`src/rtl/vdp_settings.svh`:
```
// VDP build constants
// bus window, memory depths and raster geometry shared by RTL and testbench
`ifndef VDP_SETTINGS_SVH
`define VDP_SETTINGS_SVH

// chip select, compared with addr[23:4]
`define VDP_BASE        20'hC0000

`define VRAM_AW         11      // 2048 words of 16 bits
`define CRAM_AW         4       // 16 palette entries

// horizontal geometry, in pixels
`define H_TOTAL         342
`define H_ACTIVE        320
`define H_FAST_START    280     // 16 MHz pixels from here
`define H_FAST_END      342     // up to the end of the line
`define HS_START        290
`define HS_END          316

// vertical geometry, in lines
`define V_TOTAL         262
`define V_ACTIVE        224
`define VS_START        234
`define VS_END          237

`endif

```
`src/rtl/vdp_pixel_clock.sv`:
```
// VDP pixel clock enable
// 12 MHz (8 cycles) for most of the line, 16 MHz (6 cycles) in the fast window
`default_nettype none

module vdp_pixel_clock (
    input  wire  clk96,
    input  wire  rst,
    input  wire  fast_i,     // current pixel is in the fast window
    output logic pxl_cen_o
);

    logic [2:0] cnt;
    logic [2:0] reload;

    // the period of the next pixel follows the current one
    assign reload = fast_i ? 3'd5 : 3'd7;

    always_ff @(posedge clk96 or posedge rst) begin
        if (rst) begin
            cnt       <= 3'd0;
            pxl_cen_o <= 1'b0;
        end else begin
            if (cnt == 3'd0) begin
                cnt       <= reload;
                pxl_cen_o <= 1'b1;  // one pulse per reload
            end else begin
                cnt       <= cnt - 3'd1;
                pxl_cen_o <= 1'b0;
            end
        end
    end

endmodule

`default_nettype wire

```
`config.mk`:
```
export PLATFORM = sky130hd
export DESIGN_NAME = vdp_pixel_clock
export DESIGN_NICKNAME = d
export VERILOG_FILES = /design/src/rtl/vdp_settings.svh /design/src/rtl/vdp_pixel_clock.sv
export SDC_FILE = /design/constraint.sdc
export NUM_CORES = 1
export LEC_CHECK = 0
export ABC_CLOCK_PERIOD_IN_PS = 1400
export BUFFER_PORTS_ARGS = -buffer_cell sky130_fd_sc_hd__buf_2
export CAP_MARGIN = 20
export CORE_AREA = 2 2 39 41
export DETAILED_ROUTE_END_ITERATION = 10
export DIE_AREA = 0 0 41 43
export GPL_ROUTABILITY_DRIVEN = 1
export SLEW_MARGIN = 40
export SYNTH_ARGS = -nofsm -noshare
export SYNTH_HDL_FRONTEND = slang
export SYNTH_SLANG_ARGS = --single-unit
```
`constraint.sdc`:
```
create_clock -name clk96 -period 1.4 [get_ports clk96]
set_input_delay 0.07 -clock clk96 [delete_from_list [all_inputs] [get_ports clk96]]
set_output_delay 0.07 -clock clk96 [all_outputs]
set_load 0.005 [all_outputs]
```
==> results.cfg <==
[timing]
relSlewSlack_pct = 89.85
hold_viol = 0
max_clock_freq_ghz = 0.9577
setup_slack_ns = 0.3558
setup_viol = 0
tns_ns = 0
grt_setup_unrepaired = no
fin_crit_ns = 1.044
fin_worst_skew_ns = 0.001047
worst_slew_pin_slew_ns = 0.1520
period_share_pct = 74.58
report.final.slew_viol_count = 0

[routing]
wl_per_cell_um = 6.250
dr.pass1.iters = 1
wl_um = 225
viasPerCell = 2.861
post-route-drc-count = 0
postRouteAntennaNets = 0
vias = 103
drt_iter0_markers = 0

[critical_path]
start_kind = flop
crit_required_ns = 1.52
critPathMaxFanout = 3
arrival_ns = 1.16
end_kind = flop
path_class = flop to flop
r2r_cells = 4

[synthesis]
synth.largest_area_cell = dfrtp_1
synth_top_area_share_pct = 62.50
ys_ff_latch = 4
yosys.cell_types.count = 5
synth_warnings = 0
synth_area_um2 = 160.2
syn_inst = 13
ys_seq_area_share_pct = 62.50
syn-num-nets = 18
ys_top_cells_by_area = dfrtp_1, ha_1, inv_1, mux2i_1, nand2b_1
avgSynthCellArea_um2 = 12.32

[final_layout]
area_delta_synth_final_pct = 42.19
layout_commonest_cell = inv_1
drive_gt1_share_pct = 30.00
final_cell_mix = inv_1, dfrtp_1, clkbuf_4, buf_2, ha_1
antenna_cells = 0
final_nets = 27

[die]
rows = 14
fp.dieW_um = 41
die_y_um = 43
initial_utilization_pct = 11.57
dieArea_um2 = 1763
ios = 4
core_um2 = 1384

[cts]
cts_buffers = 3
clkSinkCount = 4
h-tree-depth = 1
cts_root_buffer = clkbuf_4
clkTransAtPathRegs_ns = 0.04
clkLatencyLatePin_ns = 0.23
cts_tree = yes
cts_setup_buffers = 0
cts_buffer_depth = 2

[outcome]
status = complete, no violations

[grt]
grt_overflow = 0
grt_pass1_vias = 94
grt_max_degree = 5
grt_pass1_wl_um = 317
track_usage_pct = 3.924
antenna_found_initial = 0

[hold_path]
worstHoldPathType = primary input to flop
min_path_cells = 2

[place]
io_buffer_count = 3
dp_slack_ns = 0.3584
gp_congestion = 0.5543

[flow_run]
max_cap_violations = 0

[pwr]
ir_worst_vdd_mv = 0.2810
power_density_nw_per_um2 = 1622
p_leak_uw = 0.0001338
==> logic make-up after synthesis <==
| logic type | Yosys count | synth area share, % |
|---|---|---|
| buf+inv | 5 | 11.72 |
| flops | 4 | 62.50 |
| fa+ha+maj | 2 | 15.62 |
| mux | 1 | 6.250 |
| simple gates | 1 | 3.909 |
==> worst max-delay path, cell delays in order (launching register included) <==
cell      delay (ns)
dfrtp_1         0.33
inv_1           0.04
ha_1            0.19
ha_1            0.21
nand2b_1        0.15
==> sequential cells by signal, summed over array words and instances, names as in the netlist <==
name and count:
pxl_cen_o 1, cnt 3
==> cells in the mapped netlist <==
| master | instances |
|---|---|
| dfrtp_1 | 4 |
| ha_1 | 2 |
| inv_1 | 5 |
| mux2i_1 | 1 |
| nand2b_1 | 1 |
==> path summary, 6_finish.rpt <==
| check | from | end | slack (ns) |
|---|---|---|---|
| min in group asynchronous | rst | pxl_cen_o | 0.26 |
| max reg2reg | cnt[0] | cnt[0] | 0.36 |
| max | cnt[0] | cnt[0] | 0.36 |
| max in group asynchronous | rst | cnt[1] | 0.99 |
| min reg2reg | cnt[0] | cnt[0] | 0.43 |
| min | fast_i | cnt[1] | 0.02 |
==> per-layer routing <==
metal	routed length, um	vias up	global-route usage (%)
met1	83	45	1.942
met2	103	5	3.750
li1	-	51	-
met4	9	0	8.000
met3	28	2	4.712
met5	0	-	0
==> timing repair <==
item / CTS / global route
resized for setup: 0 / 0
hold endpoints to repair: 4 / 0
hold buffers: 1 / 0
==> area by class of cell <==
cell class | count | area (um^2)
clock buffers | 3 | 22.52
fillers | 160 | 1156
inverters | 5 | 18.77
multi-input cells | 4 | 41.29
flip-flops and latches | 4 | 100.1
well taps | 16 | 20.02
repair buffers | 4 | 25.02
==> report_power, final <==
part | switching, uW | total [uW] | internal (uW) | leakage (uW)
clock | 45.6 | 141 | 95.8 | 0.0000138
sequential | 9.23 | 167 | 158 | 0.0000454
combinational | 30.0 | 60.9 | 30.9 | 0.0000746
total | 84.9 | 369 | 285 | 0.000134
==> through the flow <==
step	power (uW)	cell area, um^2	std cells	hold WS (ns)	util, %
2_1_floorplan	206.2	160.2	13	-0.1639	-
3_3_place_gp	229.7	195.2	32	-0.04316	14.10
3_5_place_dp	229.9	195.2	32	-0.04091	14.10
4_1_cts	380.1	227.7	36	0.01765	16.46
5_1_grt	401.3	227.7	36	0.01711	16.46
6_report	369.4	227.7	36	0.01804	16.46
No activity file was read; power rests on OpenSTA's default activity.
