### src/rtl/vdp_settings.svh
// VDP build constants
// bus window, memory depths and raster geometry shared by RTL and testbench
`ifndef VDP_SETTINGS_SVH
`define VDP_SETTINGS_SVH

// chip select, compared with addr[23:4]
`define VDP_BASE        20'hC0000

`define VRAM_AW         11      // 2048 words of 16 bits
`define CRAM_AW         4       // 16 palette entries

// horizontal geometry, in pixels
`define H_TOTAL         342
`define H_ACTIVE        320
`define H_FAST_START    280     // 16 MHz pixels from here
`define H_FAST_END      342     // up to the end of the line
`define HS_START        290
`define HS_END          316

// vertical geometry, in lines
`define V_TOTAL         262
`define V_ACTIVE        224
`define VS_START        234
`define VS_END          237

`endif

### src/rtl/vdp_pkg.sv
// VDP shared types
// command codes of the control port, palette entry layout, register index
`default_nettype none

package vdp_pkg;

    // top three bits of a control word
    typedef enum logic [2:0] {
        CMD_VRAM_RD = 3'b000,
        CMD_VRAM_WR = 3'b001,
        CMD_CRAM_RD = 3'b010,
        CMD_CRAM_WR = 3'b011,
        CMD_REG_WR  = 3'b100
    } vdp_cmd_e;

    // one color RAM entry, 3 bits per channel
    typedef struct packed {
        logic [2:0] blue;
        logic [2:0] green;
        logic [2:0] red;
    } vdp_color_t;

    typedef logic [4:0] vdp_reg_idx_t;  // 32 mode registers

endpackage

`default_nettype wire

### src/rtl/vdp_raster.sv
// VDP raster timing and pixel path
// pixel and line counters, sync and enables, block map fetch and palette to RGB
`default_nettype none
`include "vdp_settings.svh"

module vdp_raster import vdp_pkg::*; (
    input  wire                 clk96,
    input  wire                 rst,
    input  wire                 pxl_cen_i,
    input  wire                 video_en_i,
    output logic                fast_o,
    output logic [`VRAM_AW-1:0] map_addr_o,
    input  wire  [15:0]         map_word_i,
    output logic [`CRAM_AW-1:0] cram_idx_o,
    input  wire  [8:0]          cram_color_i,
    output logic                hs_o,
    output logic                vs_o,
    output logic                hde_o,
    output logic                vde_o,
    output logic [7:0]          red_o,
    output logic [7:0]          green_o,
    output logic [7:0]          blue_o,
    output logic                vblank_o,
    output logic                hblank_o
);

    logic [8:0] h_cnt, v_cnt;
    logic       h_act, v_act, hs_raw, vs_raw;
    logic [3:0] sync_d1;     // {hs, vs, hde, vde} one pixel behind
    vdp_color_t pal_in, pal_q;

    function automatic logic [7:0] widen(input logic [2:0] c);
        widen = {c, c, c[2:1]};
    endfunction

    assign h_act  = h_cnt < `H_ACTIVE;
    assign v_act  = v_cnt < `V_ACTIVE;
    assign hs_raw = (h_cnt >= `HS_START) && (h_cnt < `HS_END);
    assign vs_raw = (v_cnt >= `VS_START) && (v_cnt < `VS_END);
    assign fast_o = (h_cnt >= `H_FAST_START) && (h_cnt < `H_FAST_END);

    assign hblank_o = ~h_act;
    assign vblank_o = ~v_act;

    // 32x32 block map, one word per 16x8 pixel block
    assign map_addr_o = {1'b0, v_cnt[7:3], h_cnt[8:4]};
    assign cram_idx_o = map_word_i[3:0];
    assign pal_in     = cram_color_i;

    always_ff @(posedge clk96 or posedge rst) begin
        if (rst) begin
            h_cnt   <= 9'd0;
            v_cnt   <= 9'd0;
            sync_d1 <= 4'd0;
            {hs_o, vs_o, hde_o, vde_o} <= 4'd0;
            {red_o, green_o, blue_o}   <= 24'd0;
        end else if (pxl_cen_i) begin
            if (h_cnt == `H_TOTAL - 1) begin
                h_cnt <= 9'd0;
                v_cnt <= (v_cnt == `V_TOTAL - 1) ? 9'd0 : v_cnt + 9'd1;
            end else begin
                h_cnt <= h_cnt + 9'd1;
            end
            sync_d1 <= {hs_raw, vs_raw, h_act, v_act};
            {hs_o, vs_o, hde_o, vde_o} <= sync_d1;
            if (sync_d1[1] && sync_d1[0] && video_en_i) begin
                red_o   <= widen(pal_q.red);
                green_o <= widen(pal_q.green);
                blue_o  <= widen(pal_q.blue);
            end else begin
                {red_o, green_o, blue_o} <= 24'd0;  // blanked
            end
        end
    end

    // palette entry settles within two clk96 cycles of the pixel enable
    always_ff @(posedge clk96) begin
        if (pxl_cen_i)
            pal_q <= pal_in;
    end

endmodule

`default_nettype wire

### config.mk
export PLATFORM = sky130hd
export DESIGN_NAME = vdp_raster
export DESIGN_NICKNAME = d
export VERILOG_FILES = /design/src/rtl/vdp_pkg.sv /design/src/rtl/vdp_raster.sv
export VERILOG_INCLUDE_DIRS = /design/src /design/src/rtl
export SDC_FILE = /design/constraint.sdc
export NUM_CORES = 1
export LEC_CHECK = 0
export ABC_AREA = 0
export BUFFER_PORTS_ARGS = -buffer_cell sky130_fd_sc_hd__buf_4
export CORE_MARGIN = 2
export CORE_UTILIZATION = 41
export DETAILED_ROUTE_END_ITERATION = 8
export PLACE_DENSITY = 0.68
export SLEW_MARGIN = 20
export SYNTH_ARGS = -nofsm -noshare
export SYNTH_HDL_FRONTEND = slang
export SYNTH_SLANG_ARGS = --single-unit
### constraint.sdc
create_clock -name clk96 -period 3.08 [get_ports clk96]
set_input_delay 0.308 -clock clk96 [delete_from_list [all_inputs] [get_ports clk96]]
set_output_delay 0.308 -clock clk96 [all_outputs]
set_load 0.005 [all_outputs]
==> results of run 1 <==
-- per-layer routing --
metal  wire length [um]  GRT usage  part of all wire
met1               1971     0.1887              0.47
met2               1865     0.2427              0.45
met3                292    0.03523             0.070
met4                 55    0.04655             0.013
met5                  0          0                 0
-- flip-flops by register name (all words and copies together) (netlist names), 3 cells and up --
register	count
blue_o	3
red_o	3
pal_q	9
v_cnt	9
green_o	3
sync_d1	4
h_cnt	9
-- synthesized netlist by cell type, types with 5 or more instances --
| cell | number | share of area |
|---|---|---|
| dfrtp_1 | 35 | 0.38 |
| buf_4 | 30 | 0.098 |
| o21ai_0 | 22 | 0.048 |
| nand2_1 | 19 | 0.031 |
| inv_1 | 18 | 0.029 |
| edfxtp_1 | 9 | 0.12 |
| clkbuf_1 | 7 | 0.011 |
| a21oi_1 | 6 | 0.013 |
| nand3_1 | 6 | 0.013 |
| nand4_1 | 6 | 0.016 |
| nor2_1 | 6 | 0.0098 |
| ha_1 | 5 | 0.027 |
-- power by group through the flow --
stage / logic [mW] / clock network, mW / registers (mW)
global route: 0.270 / 0.378 / 0.756
finish: 0.238 / 0.345 / 0.741
floorplan: 0.229 / 0 / 0.711
detailed placement: 0.240 / 0 / 0.752
global placement: 0.236 / 0 / 0.751
CTS: 0.241 / 0.352 / 0.741
-- worst max-delay path: stages (launching register included) --
cell,delay (ns)
dfrtp_1,0.45
inv_1,0.13
ha_1,0.16
nand2_1,0.12
nor4b_1,0.79
nand3b_1,0.20
o21ai_0,0.08
-- cell type report --
| class | count | area [um^2] | share of cell area |
|---|---|---|---|
| clock buffers | 5 | 68.82 | 0.02644 |
| clock inverters | 3 | 13.76 | 0.005288 |
| inverters | 18 | 67.56 | 0.02596 |
| multi-input cells | 120 | 810.8 | 0.3115 |
| flip-flops and latches | 44 | 1146 | 0.4404 |
| well taps | 72 | 90.09 | 0.03462 |
| repair buffers | 54 | 405.4 | 0.1558 |
-- per-stage QoR --
step                setup slack, ns  area [um^2]  power (mW)
floorplan                     1.292         2298      0.9401
global placement              1.121         2520      0.9864
detailed placement            1.075         2520      0.9917
CTS                           1.044         2603       1.334
global route                 0.8230         2603       1.404
finish                        1.030         2603       1.324
-- kinds of logic (layout without fill, tap and decap cells) --
logic type                 count (synthesis)  count (layout)
other                                      1               1
AOI/OAI and AO/OA                         39              39
muxes                                      5               5
xor gates and xnor gates                   6               6
DFF                                       44              44
and+or+nand+nor                           64              64
buffers and inverters                     57              80
adders and majority gates                  5               5
-- how the worst max path moves through the flow --
| stage | start | to | cells after the start |
|---|---|---|---|
| 6_report | h_cnt[1]$_DFFE_PP0P_ | h_cnt[0]$_DFFE_PP0P_ | 6 |
| 5_1_grt | h_cnt[1]$_DFFE_PP0P_ | h_cnt[0]$_DFFE_PP0P_ | 6 |
| 4_1_cts | h_cnt[1]$_DFFE_PP0P_ | h_cnt[0]$_DFFE_PP0P_ | 6 |
| 3_5_place_dp | h_cnt[1]$_DFFE_PP0P_ | h_cnt[0]$_DFFE_PP0P_ | 6 |
| 3_3_place_gp | h_cnt[1]$_DFFE_PP0P_ | h_cnt[3]$_DFFE_PP0P_ | 6 |
| 2_1_floorplan | h_cnt[5]$_DFFE_PP0P_ | v_cnt[8]$_DFFE_PP0P_ | 6 |
==> summary.txt, run 1 <==
Yosys
  – Async set-reset flop share out of synthesis: 0.7955
  – Syn Area/Cell: roughly 10 um^2
  – Simple-gate share of the synthesized area: 0.1796
  – Post-synthesis mux area share: 0.02395
  – Flops & latches, synth: 44
  – Mapped Area: 2298 um^2
  – Register area share after synthesis: 0.4986
  – Compound-gate portion of the synthesized area: 0.09744
  – Top FF cell, synth: dfrtp_1
  – Cell variety after synth: 47
  – Post-synth net total: 255
  – Yosys warning count: 0
  – Number of synthesized flops with an enable pin: 9
  – Post-synthesis xor/xnor area fraction: 0.02286
  – Post-Synth Adder-Cell Area: 0.02722
  – Post-Syn Instances: 221
  – Largest family of logic cells by synthesized area: simple AND/OR/NAND/NOR gates

Die
  – Width of the die: just under 80 um
  – Die Ht: 78.88 um
  – Core box area: 5473 um^2
  – DIE AREA: 6221 um^2
  – IO Pins: 75
  – Initial Util: 0.4200
  – Cell Rows: 27

Layout
  – Layout cell share with drive strength beyond 1: 0.2992
  – Final core occ: 0.4755
  – Most frequent cells in the layout: buf_4, dfrtp_1, o21ai_0
  – Fin cells: 316
  – Most common cell after layout, fill and taps aside: buf_4
  – Inserted Diodes: 0
  – Fill cell count: 522
  – Synth-to-layout area growth: 13.23%
  – Final #Nets: 277

Critical path
  – FF-to-FF End: h_cnt[0]$_DFFE_PP0P_
  – Worst reg-to-reg path cell count: 6
  – FF-to-FF Start: h_cnt[1]$_DFFE_PP0P_
  – Critical Path AT: 2.21 ns
  – Crit path kind: flip-flop to flip-flop
  – Crit-path max FO: 7
  – Startpoint types: flip-flop
  – Worst path required time: around 3.2 ns
  – Critical Path End Type: flip-flop
  – Flop-to-flop setup slack: about 1.0 ns

Route
  – Number of DRC markers in iteration 0: 62
  – Drt total wl: 4184 um
  – Via count: 1595
  – DRC Markers: 0
  – Initial DRT Pass Iterations: 5
  – Routed len/inst: around 13 um
  – ANT nets after route: 0
  – Vias per cell: 5.047

Placement
  – Post-Place Cells: 308
  – Number of buffers added on ports: 53
  – Dpl hpwl: 2913 um
  – GP Congestion: a little over 0.8

Global routing
  – Vias in the first global route: 1581
  – GRT overflow: 0
  – Initial antenna violation count: 0
  – Total GRT Usage: 0.1460
  – Largest net degree at the start of global routing: 40
  – First-pass GRT wire length: 7245 um

Timing
  – RSZ-0062 raised after global routing: false
  – Final TNS setup: 0 ns
  – Max-slew violations: 0
  – Worst Hold Slack: 0.1189 ns
  – Slew HR: 0.3749
  – Final setup violation count: 0
  – Final Cycle Share: 0.6656
  – Layout Skew: about 0.0058 ns
  – Worst slew pin tran: 0.9246 ns
  – Hold Violations, Final: 0
  – Period minus WS final: 2.050 ns
  – Highest Clock Rate: around 490 MHz

Clock network
  – Clock Path Buffers: 2
  – Setup Fix Bufs, Post-CTS: 0
  – Hold buffers post-CTS: 0
  – Total CTS buffers: 5
  – Sink Count: 44
  – CTS tree: done
  – # resized after CTS: 0
  – CTS Root Cell: clkbuf_8
  – H-tree Lvls: 2
  – Worst-Skew Late Latency: 0.29 ns
  – Clock slew at the register clock pins of the worst setup and hold paths: 0.08 ns

Pwr
  – Pwr/cell area: a little over 500 nW/um^2
  – Switch share: 0.2978
  – Combinational fraction of design power: 0.180
  – Net Switching: 0.3942 mW
  – Clk network pwr share: 0.261
  – Power Internal: slightly above 0.9 mW
  – Flop pwr share: 0.559
  – Pleak: 1.200 nW
  – VDD IR max: 229.9 uV

Worst hold path
  – Worst min path class: input port to async pin

Run status
  – Run status: finished, final reports clean

Flow run
  – Max-cap violations: 0
No activity file was read; power rests on OpenSTA's default activity.
==> run 2: changes to the inputs <==
clock period = 1.9 ns   (was 3.08 ns; I/O delays follow)
==> summary.txt, run 2 (synthesis gave the netlist of run 1 again) <==
Global routing
  – GRT overflow: 0
  – Largest net degree at the start of global routing: 36
  – Total GRT Usage: 0.1469
  – First-pass GRT wire length: 7134 um
  – Initial antenna violation count: 0
  – Vias in the first global route: ~1500

Critical path
  – Crit-path cells: and2_0 -> nor2_1 -> o21ai_0 -> and3b_1 -> buf_4
  – Startpoint types: flip-flop
  – Critical Path End Type: output pin
  – Worst path required time: 1.71 ns
  – Critical Path AT: 1.57 ns
  – Max incr delay on CP: 0.53 ns
  – Crit-path slowest cell: dfrtp_1
  – Crit-path max FO: 9
  – Crit path kind: flip-flop to output pin
  – Buf/Inv on CP: 1
  – CP delay by family, top: flip-flops

Route
  – ANT nets after route: 0
  – Drt total wl: roughly 4300 um
  – Via count: 1603
  – DRC Markers: 0
  – Initial DRT Pass Iterations: 4
  – Vias per cell: 4.872
  – Number of DRC markers in iteration 0: 48
  – Routed len/inst: 13.17 um

Clock network
  – Clock Path Buffers: 2
  – Clock slew at the register clock pins of the worst setup and hold paths: 0.08 ns
  – Hold buffers post-CTS: 0
  – Sink Count: 44
  – Setup Fix Bufs, Post-CTS: 0
  – CTS tree: done
  – CTS Root Cell: clkbuf_8
  – Total CTS buffers: 5
  – Worst-Skew Late Latency: 0.29 ns
  – # resized after CTS: 0
  – H-tree Lvls: 2

Layout
  – Synth-to-layout area growth: 18.56%
  – Biggest regs: h_cnt x9, pal_q x9, v_cnt x9
  – Final #Nets: 290
  – Fin cells: 329
  – Inserted Diodes: 0
  – Most common cell after layout, fill and taps aside: buf_4
  – Layout cell share with drive strength beyond 1: 0.3346
  – Most frequent cells in the layout: buf_4, dfrtp_1, o21ai_0

Pwr
  – VDD IR max: about 420 uV
  – Pleak: 1.277 nW
  – Pwr/cell area: 874.0 nW/um^2

Die
  – Die Ht: a little under 80 um
  – Initial Util: 0.4200
  – Core box area: ~5500 um^2
  – DIE AREA: 6221 um^2
  – Cell Rows: 27
  – Width of the die: 78.88 um
  – IO Pins: 75

Placement
  – GP Congestion: just under 0.8
  – Dpl hpwl: 3069 um
  – Number of buffers added on ports: 53
  – Post-Place Cells: 321

Timing
  – Worst Hold Slack: -0.001571 ns
  – Period minus WS final: 1.763 ns
  – Final Cycle Share: 0.9277
  – Max-slew violations: 0
  – Final setup violation count: 0
  – Final TNS setup: 0 ns
  – RSZ-0062 raised after global routing: false
  – Hold Violations, Final: 1
  – Highest Clock Rate: 567.3 MHz
  – Layout Skew: 0.005971 ns

Worst hold path
  – Worst min path class: input port to async pin

Run status
  – Failing checks: hold timing
  – Run status: finished with violations

Flow run
  – Max-cap violations: 0
-- run 2: changes by cell type in the layout (fill, tap and decap cells not counted), sizes merged --
cell	change
buf	+13
clkinv	-2
bufinv	+1
clkbuf	+1
-- run 2: cell type report --
type	instances	area, um^2
clock inverters	2	35.03
clock buffers	6	72.57
multi-input cells	120	810.8
well taps	72	90.09
flip-flops and latches	44	1146
inverters	18	67.56
repair buffers	67	503.0
fillers	519	2748
-- run 2: final timing paths --
check | cells past startpoint | from | to | slack [ns]
setup reg to reg | 6 | h_cnt[1]$_DFFE_PP0P_ | v_cnt[8]$_DFFE_PP0P_ | 0.16
max in group asynchronous | 3 | rst | red_o[6]$_DFFE_PP0P_ | 1.57
hold / removal | 3 | rst | v_cnt[6]$_DFFE_PP0P_ | -0.002
min in group clk96 | 1 | cram_color_i[6] | pal_q[6]$_DFFE_PP_ | 0.07
setup / recovery | 5 | h_cnt[3]$_DFFE_PP0P_ | fast_o | 0.14
hold reg to reg | 2 | pal_q[2]$_DFFE_PP_ | red_o[4]$_DFFE_PP0P_ | 0.45
-- run 2: report_power, final --
part           switching, mW  leakage, nW  internal (mW)
combinational          0.257        0.700          0.268
sequential            0.0961        0.522           1.05
clock                  0.317       0.0552          0.390
total                  0.670         1.28           1.71
-- run 2: tightest hold or removal path, stage by stage --
cell,delay [ns]
buf_4,0.11
inv_1,0.04
buf_4,0.40
-- run 2: stage by stage --
| step | worst slack [ns] | instance area, um^2 | util | power [mW] | hold slack (ns) |
|---|---|---|---|---|---|
| 2_1_floorplan | 0.1125 | 2298 | - | 1.524 | 0.2889 |
| 3_3_place_gp | 0.1968 | 2618 | 0.4783 | 1.681 | 0.3355 |
| 3_5_place_dp | 0.1760 | 2618 | 0.4783 | 1.692 | 0.3369 |
| 4_1_cts | 0.1424 | 2725 | 0.4979 | 2.411 | 0.01188 |
| 5_1_grt | 0.02752 | 2725 | 0.4979 | 2.515 | 0.04576 |
| 6_report | 0.1373 | 2725 | 0.4979 | 2.382 | -0.001571 |
-- run 2: per-layer routing --
metal | global-route usage | up-vias | wire, um
li1 | - | 794 | -
met1 | 0.2018 | 756 | 2013
met2 | 0.2274 | 48 | 1967
met3 | 0.03636 | 5 | 278
met4 | 0.05172 | 0 | 73
met5 | 0 | - | 0
