`config.mk`:
```
export PLATFORM = sky130hd
export DESIGN_NAME = vdp_cpu_port_flat
export DESIGN_NICKNAME = d
export VERILOG_FILES = /design/src/rtl/vdp_pkg.sv /design/src/rtl/vdp_mem_if.sv /design/src/rtl/vdp_cpu_port.sv /design/src/flat_wrapper.sv
export VERILOG_INCLUDE_DIRS = /design/src /design/src/rtl
export SDC_FILE = /design/constraint.sdc
export NUM_CORES = 1
export LEC_CHECK = 0
export ABC_AREA = 0
export BUFFER_PORTS_ARGS = -buffer_cell sky130_fd_sc_hd__buf_2
export CELL_PAD_IN_SITES_DETAIL_PLACEMENT = 0
export CELL_PAD_IN_SITES_GLOBAL_PLACEMENT = 1
export CORE_AREA = 10 10 90 92
export CTS_BUF_LIST = sky130_fd_sc_hd__clkbuf_4 sky130_fd_sc_hd__clkbuf_8
export CTS_CLUSTER_SIZE = 14
export DETAILED_ROUTE_END_ITERATION = 7
export DIE_AREA = 0 0 100 102
export PLACE_DENSITY_LB_ADDON = 0.1
export SYNTH_ARGS = -nofsm -noshare
export SYNTH_HDL_FRONTEND = slang
export SYNTH_SLANG_ARGS = --single-unit
```
`constraint.sdc`:
```
create_clock -name clk96 -period 3.8 [get_ports clk96]
set_input_delay 0.76 -clock clk96 [delete_from_list [all_inputs] [get_ports clk96]]
set_output_delay 0.76 -clock clk96 [all_outputs]
set_load 0.1 [all_outputs]
```
`src/rtl/vdp_settings.svh`:
```
// VDP build constants
// bus window, memory depths and raster geometry shared by RTL and testbench
`ifndef VDP_SETTINGS_SVH
`define VDP_SETTINGS_SVH

// chip select, compared with addr[23:4]
`define VDP_BASE        20'hC0000

`define VRAM_AW         11      // 2048 words of 16 bits
`define CRAM_AW         4       // 16 palette entries

// horizontal geometry, in pixels
`define H_TOTAL         342
`define H_ACTIVE        320
`define H_FAST_START    280     // 16 MHz pixels from here
`define H_FAST_END      342     // up to the end of the line
`define HS_START        290
`define HS_END          316

// vertical geometry, in lines
`define V_TOTAL         262
`define V_ACTIVE        224
`define VS_START        234
`define VS_END          237

`endif

```
`src/rtl/vdp_pkg.sv`:
```
// VDP shared types
// command codes of the control port, palette entry layout, register index
`default_nettype none

package vdp_pkg;

    // top three bits of a control word
    typedef enum logic [2:0] {
        CMD_VRAM_RD = 3'b000,
        CMD_VRAM_WR = 3'b001,
        CMD_CRAM_RD = 3'b010,
        CMD_CRAM_WR = 3'b011,
        CMD_REG_WR  = 3'b100
    } vdp_cmd_e;

    // one color RAM entry, 3 bits per channel
    typedef struct packed {
        logic [2:0] blue;
        logic [2:0] green;
        logic [2:0] red;
    } vdp_color_t;

    typedef logic [4:0] vdp_reg_idx_t;  // 32 mode registers

endpackage

`default_nettype wire

```
`src/rtl/vdp_mem_if.sv`:
```
// VDP memory access bus
// carries CPU reads and writes from the bus port into VRAM and color RAM
`default_nettype none

interface vdp_mem_if;
    logic [12:0] addr;     // word address from the pointer
    logic [15:0] wdata;
    logic        target;   // 0 VRAM, 1 color RAM
    logic [ 1:0] we;       // per byte, bit 1 is the upper byte
    logic        re;
    logic [15:0] rdata;    // valid one cycle after re

    modport port (
        output addr, wdata, target, we, re,
        input  rdata
    );

    modport mem (
        input  addr, wdata, target, we, re,
        output rdata
    );
endinterface

`default_nettype wire

```
`src/rtl/vdp_cpu_port.sv`:
```
// VDP CPU bus port
// 68000-style asynchronous bus with synchronized dtack, control and data ports,
// 32 mode registers and the auto-incrementing access pointer
`default_nettype none
`include "vdp_settings.svh"

module vdp_cpu_port import vdp_pkg::*; (
    input  wire         clk96,
    input  wire         rst,
    // main CPU bus
    input  wire  [23:1] addr_i,
    input  wire  [15:0] din_i,
    input  wire         rnw_i,
    input  wire         asn_i,
    input  wire  [ 1:0] dsn_i,
    output logic [15:0] dout_o,
    output logic        dtackn_o,
    // raster status
    input  wire         vblank_i,
    input  wire         hblank_i,
    output logic        video_en_o,
    vdp_mem_if.port     mem
);

    logic [2:0]   strb_s1, strb_s2;   // {asn, dsn[1:0]}
    logic         addr_hit, cs, cs_l, act;
    logic         data_sel, ctrl_sel, tgt_cram;
    logic [7:0]   regs [0:31];
    logic [12:0]  ptr_q;
    vdp_cmd_e     cmd_q;
    vdp_cmd_e     ctrl_cmd;
    vdp_reg_idx_t reg_idx;
    logic         rd_data_q;
    logic [15:0]  status_q;

    assign addr_hit = addr_i[23:4] == `VDP_BASE;
    assign cs       = ~strb_s2[2] & addr_hit;
    assign act      = cs & ~cs_l;           // first cycle of the access only
    assign data_sel = addr_i[3:1] == 3'd0;
    assign ctrl_sel = addr_i[3:1] == 3'd2;
    assign tgt_cram = (cmd_q == CMD_CRAM_RD) || (cmd_q == CMD_CRAM_WR);

    assign ctrl_cmd = vdp_cmd_e'(din_i[15:13]);
    assign reg_idx  = din_i[12:8];

    // memory requests go out combinationally so rdata is ready with dtack
    assign mem.addr   = ptr_q;
    assign mem.wdata  = din_i;
    assign mem.target = tgt_cram;
    assign mem.re     = act & rnw_i & data_sel;
    assign mem.we     = (act & ~rnw_i & data_sel) ? ~strb_s2[1:0] : 2'b00;

    assign video_en_o = regs[1][6];

    always_comb begin
        if (!rd_data_q)
            dout_o = status_q;
        else
            dout_o = mem.rdata;     // color RAM entries arrive zero-extended
    end

    always_ff @(posedge clk96 or posedge rst) begin
        if (rst) begin
            strb_s1   <= 3'b111;
            strb_s2   <= 3'b111;
            cs_l      <= 1'b0;
            dtackn_o  <= 1'b1;
            cmd_q     <= CMD_VRAM_RD;
            ptr_q     <= 13'd0;
            rd_data_q <= 1'b0;
            for (int i = 0; i < 32; i++)
                regs[i] <= 8'd0;
        end else begin
            strb_s1  <= {asn_i, dsn_i};
            strb_s2  <= strb_s1;
            cs_l     <= cs;
            dtackn_o <= ~cs;    // third edge after asn falls
            if (act) begin
                rd_data_q <= data_sel;
                if (data_sel) begin
                    ptr_q <= ptr_q + {5'd0, regs[15]};  // auto-increment
                end else if (ctrl_sel && !rnw_i) begin
                    case (ctrl_cmd)
                        CMD_REG_WR: regs[reg_idx] <= din_i[7:0];
                        CMD_VRAM_RD, CMD_VRAM_WR, CMD_CRAM_RD, CMD_CRAM_WR: begin
                            cmd_q <= ctrl_cmd;
                            ptr_q <= din_i[12:0];
                        end
                        default: ;  // unused codes
                    endcase
                end
            end
        end
    end

    // status word, bit 3 vblank, bit 2 hblank
    always_ff @(posedge clk96) begin
        if (act && ctrl_sel && rnw_i)
            status_q <= {12'd0, vblank_i, hblank_i, 2'b00};
    end

endmodule

`default_nettype wire

```
`src/flat_wrapper.sv`:
```
// flat-port wrapper written by rule: the top's interface ports become plain ports
module vdp_cpu_port_flat import vdp_pkg::*;
  (clk96, rst, addr_i, din_i, rnw_i, asn_i, dsn_i, dout_o, dtackn_o, vblank_i, hblank_i, video_en_o, mem_addr, mem_wdata, mem_target, mem_we, mem_re, mem_rdata);
  vdp_mem_if mem_i ();
  input  wire clk96;
  input  wire rst;
  input  wire  [23:1] addr_i;
  input  wire  [15:0] din_i;
  input  wire rnw_i;
  input  wire asn_i;
  input  wire  [ 1:0] dsn_i;
  output logic [15:0] dout_o;
  output logic dtackn_o;
  input  wire vblank_i;
  input  wire hblank_i;
  output logic video_en_o;
  output wire logic [$bits(mem_i.addr)-1:0] mem_addr;
  output wire logic [$bits(mem_i.wdata)-1:0] mem_wdata;
  output wire logic [$bits(mem_i.target)-1:0] mem_target;
  output wire logic [$bits(mem_i.we)-1:0] mem_we;
  output wire logic [$bits(mem_i.re)-1:0] mem_re;
  input wire logic [$bits(mem_i.rdata)-1:0] mem_rdata;
  assign mem_addr = mem_i.addr;
  assign mem_wdata = mem_i.wdata;
  assign mem_target = mem_i.target;
  assign mem_we = mem_i.we;
  assign mem_re = mem_i.re;
  assign mem_i.rdata = mem_rdata;
  vdp_cpu_port u_core (.clk96(clk96), .rst(rst), .addr_i(addr_i), .din_i(din_i), .rnw_i(rnw_i), .asn_i(asn_i), .dsn_i(dsn_i), .dout_o(dout_o), .dtackn_o(dtackn_o), .vblank_i(vblank_i), .hblank_i(hblank_i), .video_en_o(video_en_o), .mem(mem_i));
endmodule
```
==> summary.md, run 1 <==
| Metric | Value |
|---|---|
| Detailed Route Iter0 Violations | 143 |
| Sequential share of power | 37.8% |
| Ys flop type | dfrtp_1 |
| Post-route DRC | 0 |
| Power per cell area | 336 nW/um^2 |
| Worst Skew | 0.00479 ns |
| Post-route insts no fill | 412 |
| Number of global-route vias before repair | 2191 |
| Critical path class | in -> out |
| Async SR Flop Fraction | 94.3% |
| # rows | 29 |
| Min-Delay Path Class | reg -> reg |
| Worst-Margin Slew | 0.757 ns |
| Setup violators final | 0 |
| Post-synth EDFFs | 2 |
| Clock Latency Late Sink | 0.29 ns |
| # Max-Cap Violations | 0 |
| Largest net degree at the start of global routing | 34 |
| YS warnings | 0 |
| Worst vdd ir | 0.209 mV |
| Syn_nets | 303 |
| Seq/Total Area, Yosys | 39.3% |
| Slowest cell on crit path | nor4_1 |
| Gr usage total | 13.5% |
| Sw power | 0.000321 W |
| Final cycle utilization of the critical path | 82.8% |
| Post-route ant nets | 0 |
| Yosys top cell by area | dfrtp_1 |
| Comb pwr share | 22.2% |
| Mapped cell area | 2270 um^2 |
| CP Max Fanout | 5 |
| Postcts setup bufs | 0 |
| Clock Tree Buf Depth | 2 |
| Outcome | complete, no violations |
| Starting Density | 36.2% |
| Clock-pin slew reported for the worst setup and hold paths after clock tree synthesis | 0.08 ns |
| Initial antenna violation count | 0 |
| Cell internal pwr | 0.000691 W |
| Dominant cells by area after synthesis | dfrtp_1, dfstp_2, mux2_2 |
| WP data required | 3.04 ns |
| Routability Congestion | 0.827 |
| PostCTS Resize Cnt | 0 |
| Clock Tree Root | clkbuf_8 |
| Fin Setup TNS | 0 ns |
| Final Power | 0.00101 W |
| Netlist cell types | 54 |
| RSZ-0062 raised after global routing | no |
| Via/cell ratio | 5.18 |
| Final Slew Violations | 0 |
| R2R cell count | 7 |
| Port bufs | 113 |
| Worst Setup Start Kind | input port |
| Commonest non-fill, non-tap cell in the layout | buf_2 |
| Post-synth top area share | 28.6% |
| Placed insts | 404 |
| Hpwl dp | 5620 um |
| CP cell instances | buf_2, nor4_1, nand4_1, nor3_1, buf_4, nand2_1, nor3_1, buf_12 |
| Core area | 6280 um^2 |
| Mapped Cells | 231 |
| Crit-path max cell delay | 0.29 ns |
| Final Net Count | 406 |
| Die Wd | 100 um |
| Hold buffer count at cts | 0 |
| WHS Path Cells | 0 |
| WP data arrival | 2.39 ns |
| Die extent in y | 102 um |
| First-pass GRT wire length | 11200 um |
| Diode count | 0 |
| Commonest non-fill, non-tap cells in the layout | buf_2, dfrtp_1, nand2_1 |
| Share of layout cells above drive strength 1 | 45.7% |
| Vias | 2134 |
| Num ports | 114 |
| CTS Sinks | 35 |
| Final wirelength | 7030 um |
| Fmax | 318 MHz |
| Final min period | 3.15 ns |
| Syn Area/Cell | 9.85 um^2 |
| Critical path capture point type | output port |
| First-pass iteration count of the detailed router | 4 |
| Avg WL per Cell | 17.1 um |
| P&R area growth vs syn | 32.2% |
| #FFs+latches synth | 35 |
| P_leak | 1.52 nW |
| Htree depth | 2 |
| Grt total ovfl | 0 |
| Sw Ratio | 31.7% |
| Slew margin rel. | 48.9% |
| CTS tree | yes |
| Most frequent CP cell | nor3_1 |
| DIE AREA | 10200 um^2 |
| Clock share of power | 40.1% |
| R2r setup slk | 1.50 ns |
| Hold Fails Final Rpt | 0 |
| Inserted Clock Buffers | 5 |
[per-stage QoR]
step                instance area, um^2  utilization (%)  setup WS (ns)  hold slack, ns
floorplan                          2270                -         -0.695           0.345
global placement                   2870             45.8          0.686           0.346
detailed placement                 2870             45.8          0.666           0.347
CTS                                3010             47.9          0.662           0.363
global route                       3010             47.9          0.427           0.368
finish                             3010             47.9          0.654           0.361
[worst max-delay path: cells and delay by family]
family	cells	cell delay, ns
AND/OR/NAND/NOR	5	1.13
buffers and inverters	3	0.49
[registers in the layout, summed over array words and instances (netlist names)]
| register | flops |
|---|---|
| u_core.cmd_q | 2 |
| u_core.cs_l | 1 |
| u_core.dtackn_o | 1 |
| u_core.mem.addr | 13 |
| u_core.rd_data_q | 1 |
| u_core.regs | 8 |
| u_core.status_q | 2 |
| u_core.strb_s1 | 3 |
| u_core.strb_s2 | 3 |
| u_core.video_en_o | 1 |
[power groups by stage]
stage	registers [W]	logic [W]	clock network (W)
3_5_place_dp	0.000389	0.000226	0
4_1_cts	0.000382	0.000226	0.000418
3_3_place_gp	0.000389	0.000225	0
5_1_grt	0.000382	0.000235	0.000436
6_report	0.000382	0.000224	0.000405
2_1_floorplan	0.000389	0.000173	0
[final timing paths]
| check | from | end |
|---|---|---|
| max in group asynchronous | rst | u_core.strb_s2[2] |
| min in group asynchronous | rst | u_core.mem.addr[0] |
| hold / removal | u_core.strb_s1[0] | u_core.strb_s2[0] |
| setup reg to reg | u_core.mem.addr[0] | u_core.mem.addr[12] |
| hold reg to reg | u_core.strb_s1[0] | u_core.strb_s2[0] |
| setup / recovery | addr_i[8] | mem_we[0] |
[Yosys cell counts (all sizes together), types with 2 or more instances]
cell	n
nand3	3
or2	2
o41a	2
nand2b	2
a21o	3
a211oi	6
o21bai	2
nor4b	2
nand4	3
o21ai	9
or4	2
mux2	12
nor3	12
ha	8
and4	2
a21oi	6
dfrtp	26
buf	16
dfstp	7
nor4	8
and4b	2
a31oi	3
o211ai	6
inv	5
mux2i	3
nor2	15
edfxtp	2
clkbuf	5
a2bb2oi	3
nand3b	3
nand2	16
nor2b	5
and2	15
[kinds of logic (layout without fill, tap and decap cells)]
group	Yosys count	in the layout	share of synthesized area [%]
simple gates	96	96	25.6
buf+inv	26	130	6.93
mux	15	15	7.26
compound gates	48	48	14.8
flops	35	35	39.3
fa+ha+maj	9	9	5.28
xor+xnor	2	2	0.770
[cell type report]
| type | count | area [um^2] |
|---|---|---|
| inverter | 5 | 18.8 |
| fill | 629 | 3270 |
| sequential | 35 | 895 |
| timing repair buffer | 117 | 641 |
| multi-input combinational | 170 | 1220 |
| clock buffer | 5 | 68.8 |
| tap | 77 | 96.3 |
| clock inverter | 3 | 66.3 |
[per-layer routing]
metal  global-route usage [%]  wire, um  vias to the layer above
li1                         -         -                     1045
met1                     16.0      3030                     1008
met2                     22.5      3380                       74
met3                     4.72       557                        7
met4                     4.24        57                        0
met5                        0         0                        -
(Power assumes the default switching activity.)
==> inputs of run 2 (changes only) <==
--- a/config.mk
+++ b/config.mk
@@ -10,11 +10,11 @@
 export BUFFER_PORTS_ARGS = -buffer_cell sky130_fd_sc_hd__buf_2
 export CELL_PAD_IN_SITES_DETAIL_PLACEMENT = 0
 export CELL_PAD_IN_SITES_GLOBAL_PLACEMENT = 1
-export CORE_AREA = 10 10 90 92
+export CORE_AREA = 10 10 97 99
 export CTS_BUF_LIST = sky130_fd_sc_hd__clkbuf_4 sky130_fd_sc_hd__clkbuf_8
 export CTS_CLUSTER_SIZE = 14
 export DETAILED_ROUTE_END_ITERATION = 7
-export DIE_AREA = 0 0 100 102
+export DIE_AREA = 0 0 107 109
 export PLACE_DENSITY_LB_ADDON = 0.1
 export SYNTH_ARGS = -nofsm -noshare
 export SYNTH_HDL_FRONTEND = slang
==> constraint.sdc (replaced) <==
create_clock -name clk96 -period 2.8 [get_ports clk96]
set_input_delay 0.56 -clock clk96 [delete_from_list [all_inputs] [get_ports clk96]]
set_output_delay 0.56 -clock clk96 [all_outputs]
set_load 0.1 [all_outputs]
==> run 2 against run 1 <==
  * Clock power up 20%
  * Worst setup slack got worse by 0.45 ns
  * Non-clock buffer count is 3 higher
  * Sequential share of layout area decreased by 0.69 points
  * Die area grew 14%
  * Combinational power grew 36%
  * Global-route usage fell by 1.3 points
  * Utilization shrank 7.0 points
  * Via count rose by 0.28%
  * Largest cell class unchanged
==> summary.md, run 2 (synthesized netlist as in run 1, its figures left out) <==
| Metric | Value |
|---|---|
| Outcome | complete, no violations |
| Commonest non-fill, non-tap cells in the layout | buf_2, dfrtp_1, nor2_1, nand2_1, and2_1 |
| Die extent in y | 109 um |
| Clock Tree Buf Depth | 2 |
| # rows | 32 |
| Via/cell ratio | 4.86 |
| Worst-Margin Slew | 0.706 ns |
| Critical path capture point type | output port |
| CTS Sinks | 35 |
| Min-Delay Path Class | in -> async |
| Slew margin rel. | 53.0% |
| PostCTS Resize Cnt | 0 |
| Pre-CTS setup slack | 0.185 ns |
| Fin Setup TNS | 0 ns |
| Hold buffer count at cts | 0 |
| Slowest cell on crit path | nor4_1 |
| Post-route ant nets | 0 |
| Worst vdd ir | 0.190 mV |
| Final min period | 2.60 ns |
| CP Max Fanout | 3 |
| Diode count | 0 |
| Postcts setup bufs | 0 |
| Final wirelength | 7280 um |
| First-pass GRT wire length | 11400 um |
| Post-route DRC | 0 |
| Gr usage total | 12.2% |
| Hold Fails Final Rpt | 0 |
| Port bufs | 113 |
| Routability Congestion | 0.778 |
| WP data required | 2.24 ns |
| Clock-pin slew reported for the worst setup and hold paths after clock tree synthesis | 0.07 ns |
| Setup violators final | 0 |
| CP cell instances | buf_2, nor4_1, nand4_1, nor3_2, nand2_2, nor3_4, buf_12 |
| RSZ-0062 raised after global routing | no |
| Fmax | 385 MHz |
| Clock Tree Root | clkbuf_8 |
| Number of global-route vias before repair | 2221 |
| CTS tree | yes |
| Inserted Clock Buffers | 5 |
| Vias | 2140 |
| Crit-path max cell delay | 0.30 ns |
| # fillers | 773 |
| Detailed Route Iter0 Violations | 65 |
| Commonest non-fill, non-tap cell in the layout | buf_2 |
| Die Wd | 107 um |
| Final Slew Violations | 0 |
| Hpwl dp | 5810 um |
| Worst Skew | 0.00848 ns |
| Largest net degree at the start of global routing | 34 |
| Num ports | 114 |
| Grt total ovfl | 0 |
| Worst Setup Start Kind | input port |
| First-pass iteration count of the detailed router | 6 |
| Critical path class | in -> out |
| Starting Density | 30.2% |
| Fin worst setup slack | 0.201 ns |
| Core area | 7530 um^2 |
| Max reg flops | 13 |
| Initial antenna violation count | 0 |
| Clock Latency Late Sink | 0.29 ns |
| P_leak | 1.54 nW |
| Final Net Count | 409 |
| Power per cell area | 425 nW/um^2 |
| P&R area growth vs syn | 35.4% |
| DIE AREA | 11700 um^2 |
| Share of layout cells above drive strength 1 | 47.6% |
| # Max-Cap Violations | 0 |
| Final cycle utilization of the critical path | 92.8% |
| Avg WL per Cell | 16.6 um |
| WP data arrival | 2.04 ns |
| Htree depth | 2 |
[run 2: changes by cell type in the layout (fill, tap and decap cells not counted)]
cell and change:
clkinv_2 +1, inv_4 -1, nand2_2 +1, nor3_2 +2, nor3_4 +2, nor3_1 -4
nand2_1 -1, clkbuf_8 +1, buf_4 +3, bufinv_16 -1
[run 2: final cells by class]
type	instances	area, um^2	share of cell area [%]
clock buffer	6	82.6	2.68
clock inverter	2	35.0	1.14
inverter	5	18.8	0.610
multi-input combinational	170	1260	40.8
sequential	35	895	29.1
tap	102	128	4.14
timing repair buffer	120	663	21.5
[run 2: metrics by stage]
stage               std cells  hold slack [ns]  power (W)  instance area (um^2)  util (%)
floorplan                 231            0.345   0.000765                  2310         -
global placement          432            0.346   0.000837                  2960      39.3
detailed placement        432            0.347   0.000837                  2960      39.3
CTS                       440            0.355    0.00133                  3080      40.9
global route              440            0.347    0.00137                  3080      40.9
finish                    440            0.357    0.00131                  3080      40.9
[run 2: worst max-delay path: cells and delay by family]
family,cells,cell delay (ns)
and+or+nand+nor,5,1.17
buffers and inverters,2,0.30
[run 2: path summary, 6_finish.rpt]
check | startpoint | endpoint | slack, ns | depth (start not counted)
max | addr_i[12] | mem_we[0] | 0.20 | 7
min | rst | u_core.mem.addr[0] | 0.36 | 3
max reg2reg | u_core.mem.addr[0] | u_core.mem.addr[12] | 0.48 | 7
min reg2reg | u_core.strb_s1[2] | u_core.strb_s2[2] | 0.36 | 0
max in group asynchronous | rst | u_core.dtackn_o | 2.09 | 3
min in group clk96 | u_core.strb_s1[2] | u_core.strb_s2[2] | 0.36 | 0
[run 2: metal layers]
layer / GRT usage (%) / part of all wire (%)
met5: 0 / 0
met4: 3.19 / 0.55
met3: 4.07 / 7.7
met2: 20.7 / 48
met1: 14.6 / 44
[run 2: where the power goes]
group	leakage (nW)	internal (W)	switching, W	total [W]
Clock	0.0612	0.000288	0.000197	0.000485
Combinational	1.04	0.0000644	0.000241	0.000305
Sequential	0.445	0.000517	0.00000216	0.000519
Total	1.54	0.000870	0.000440	0.00131
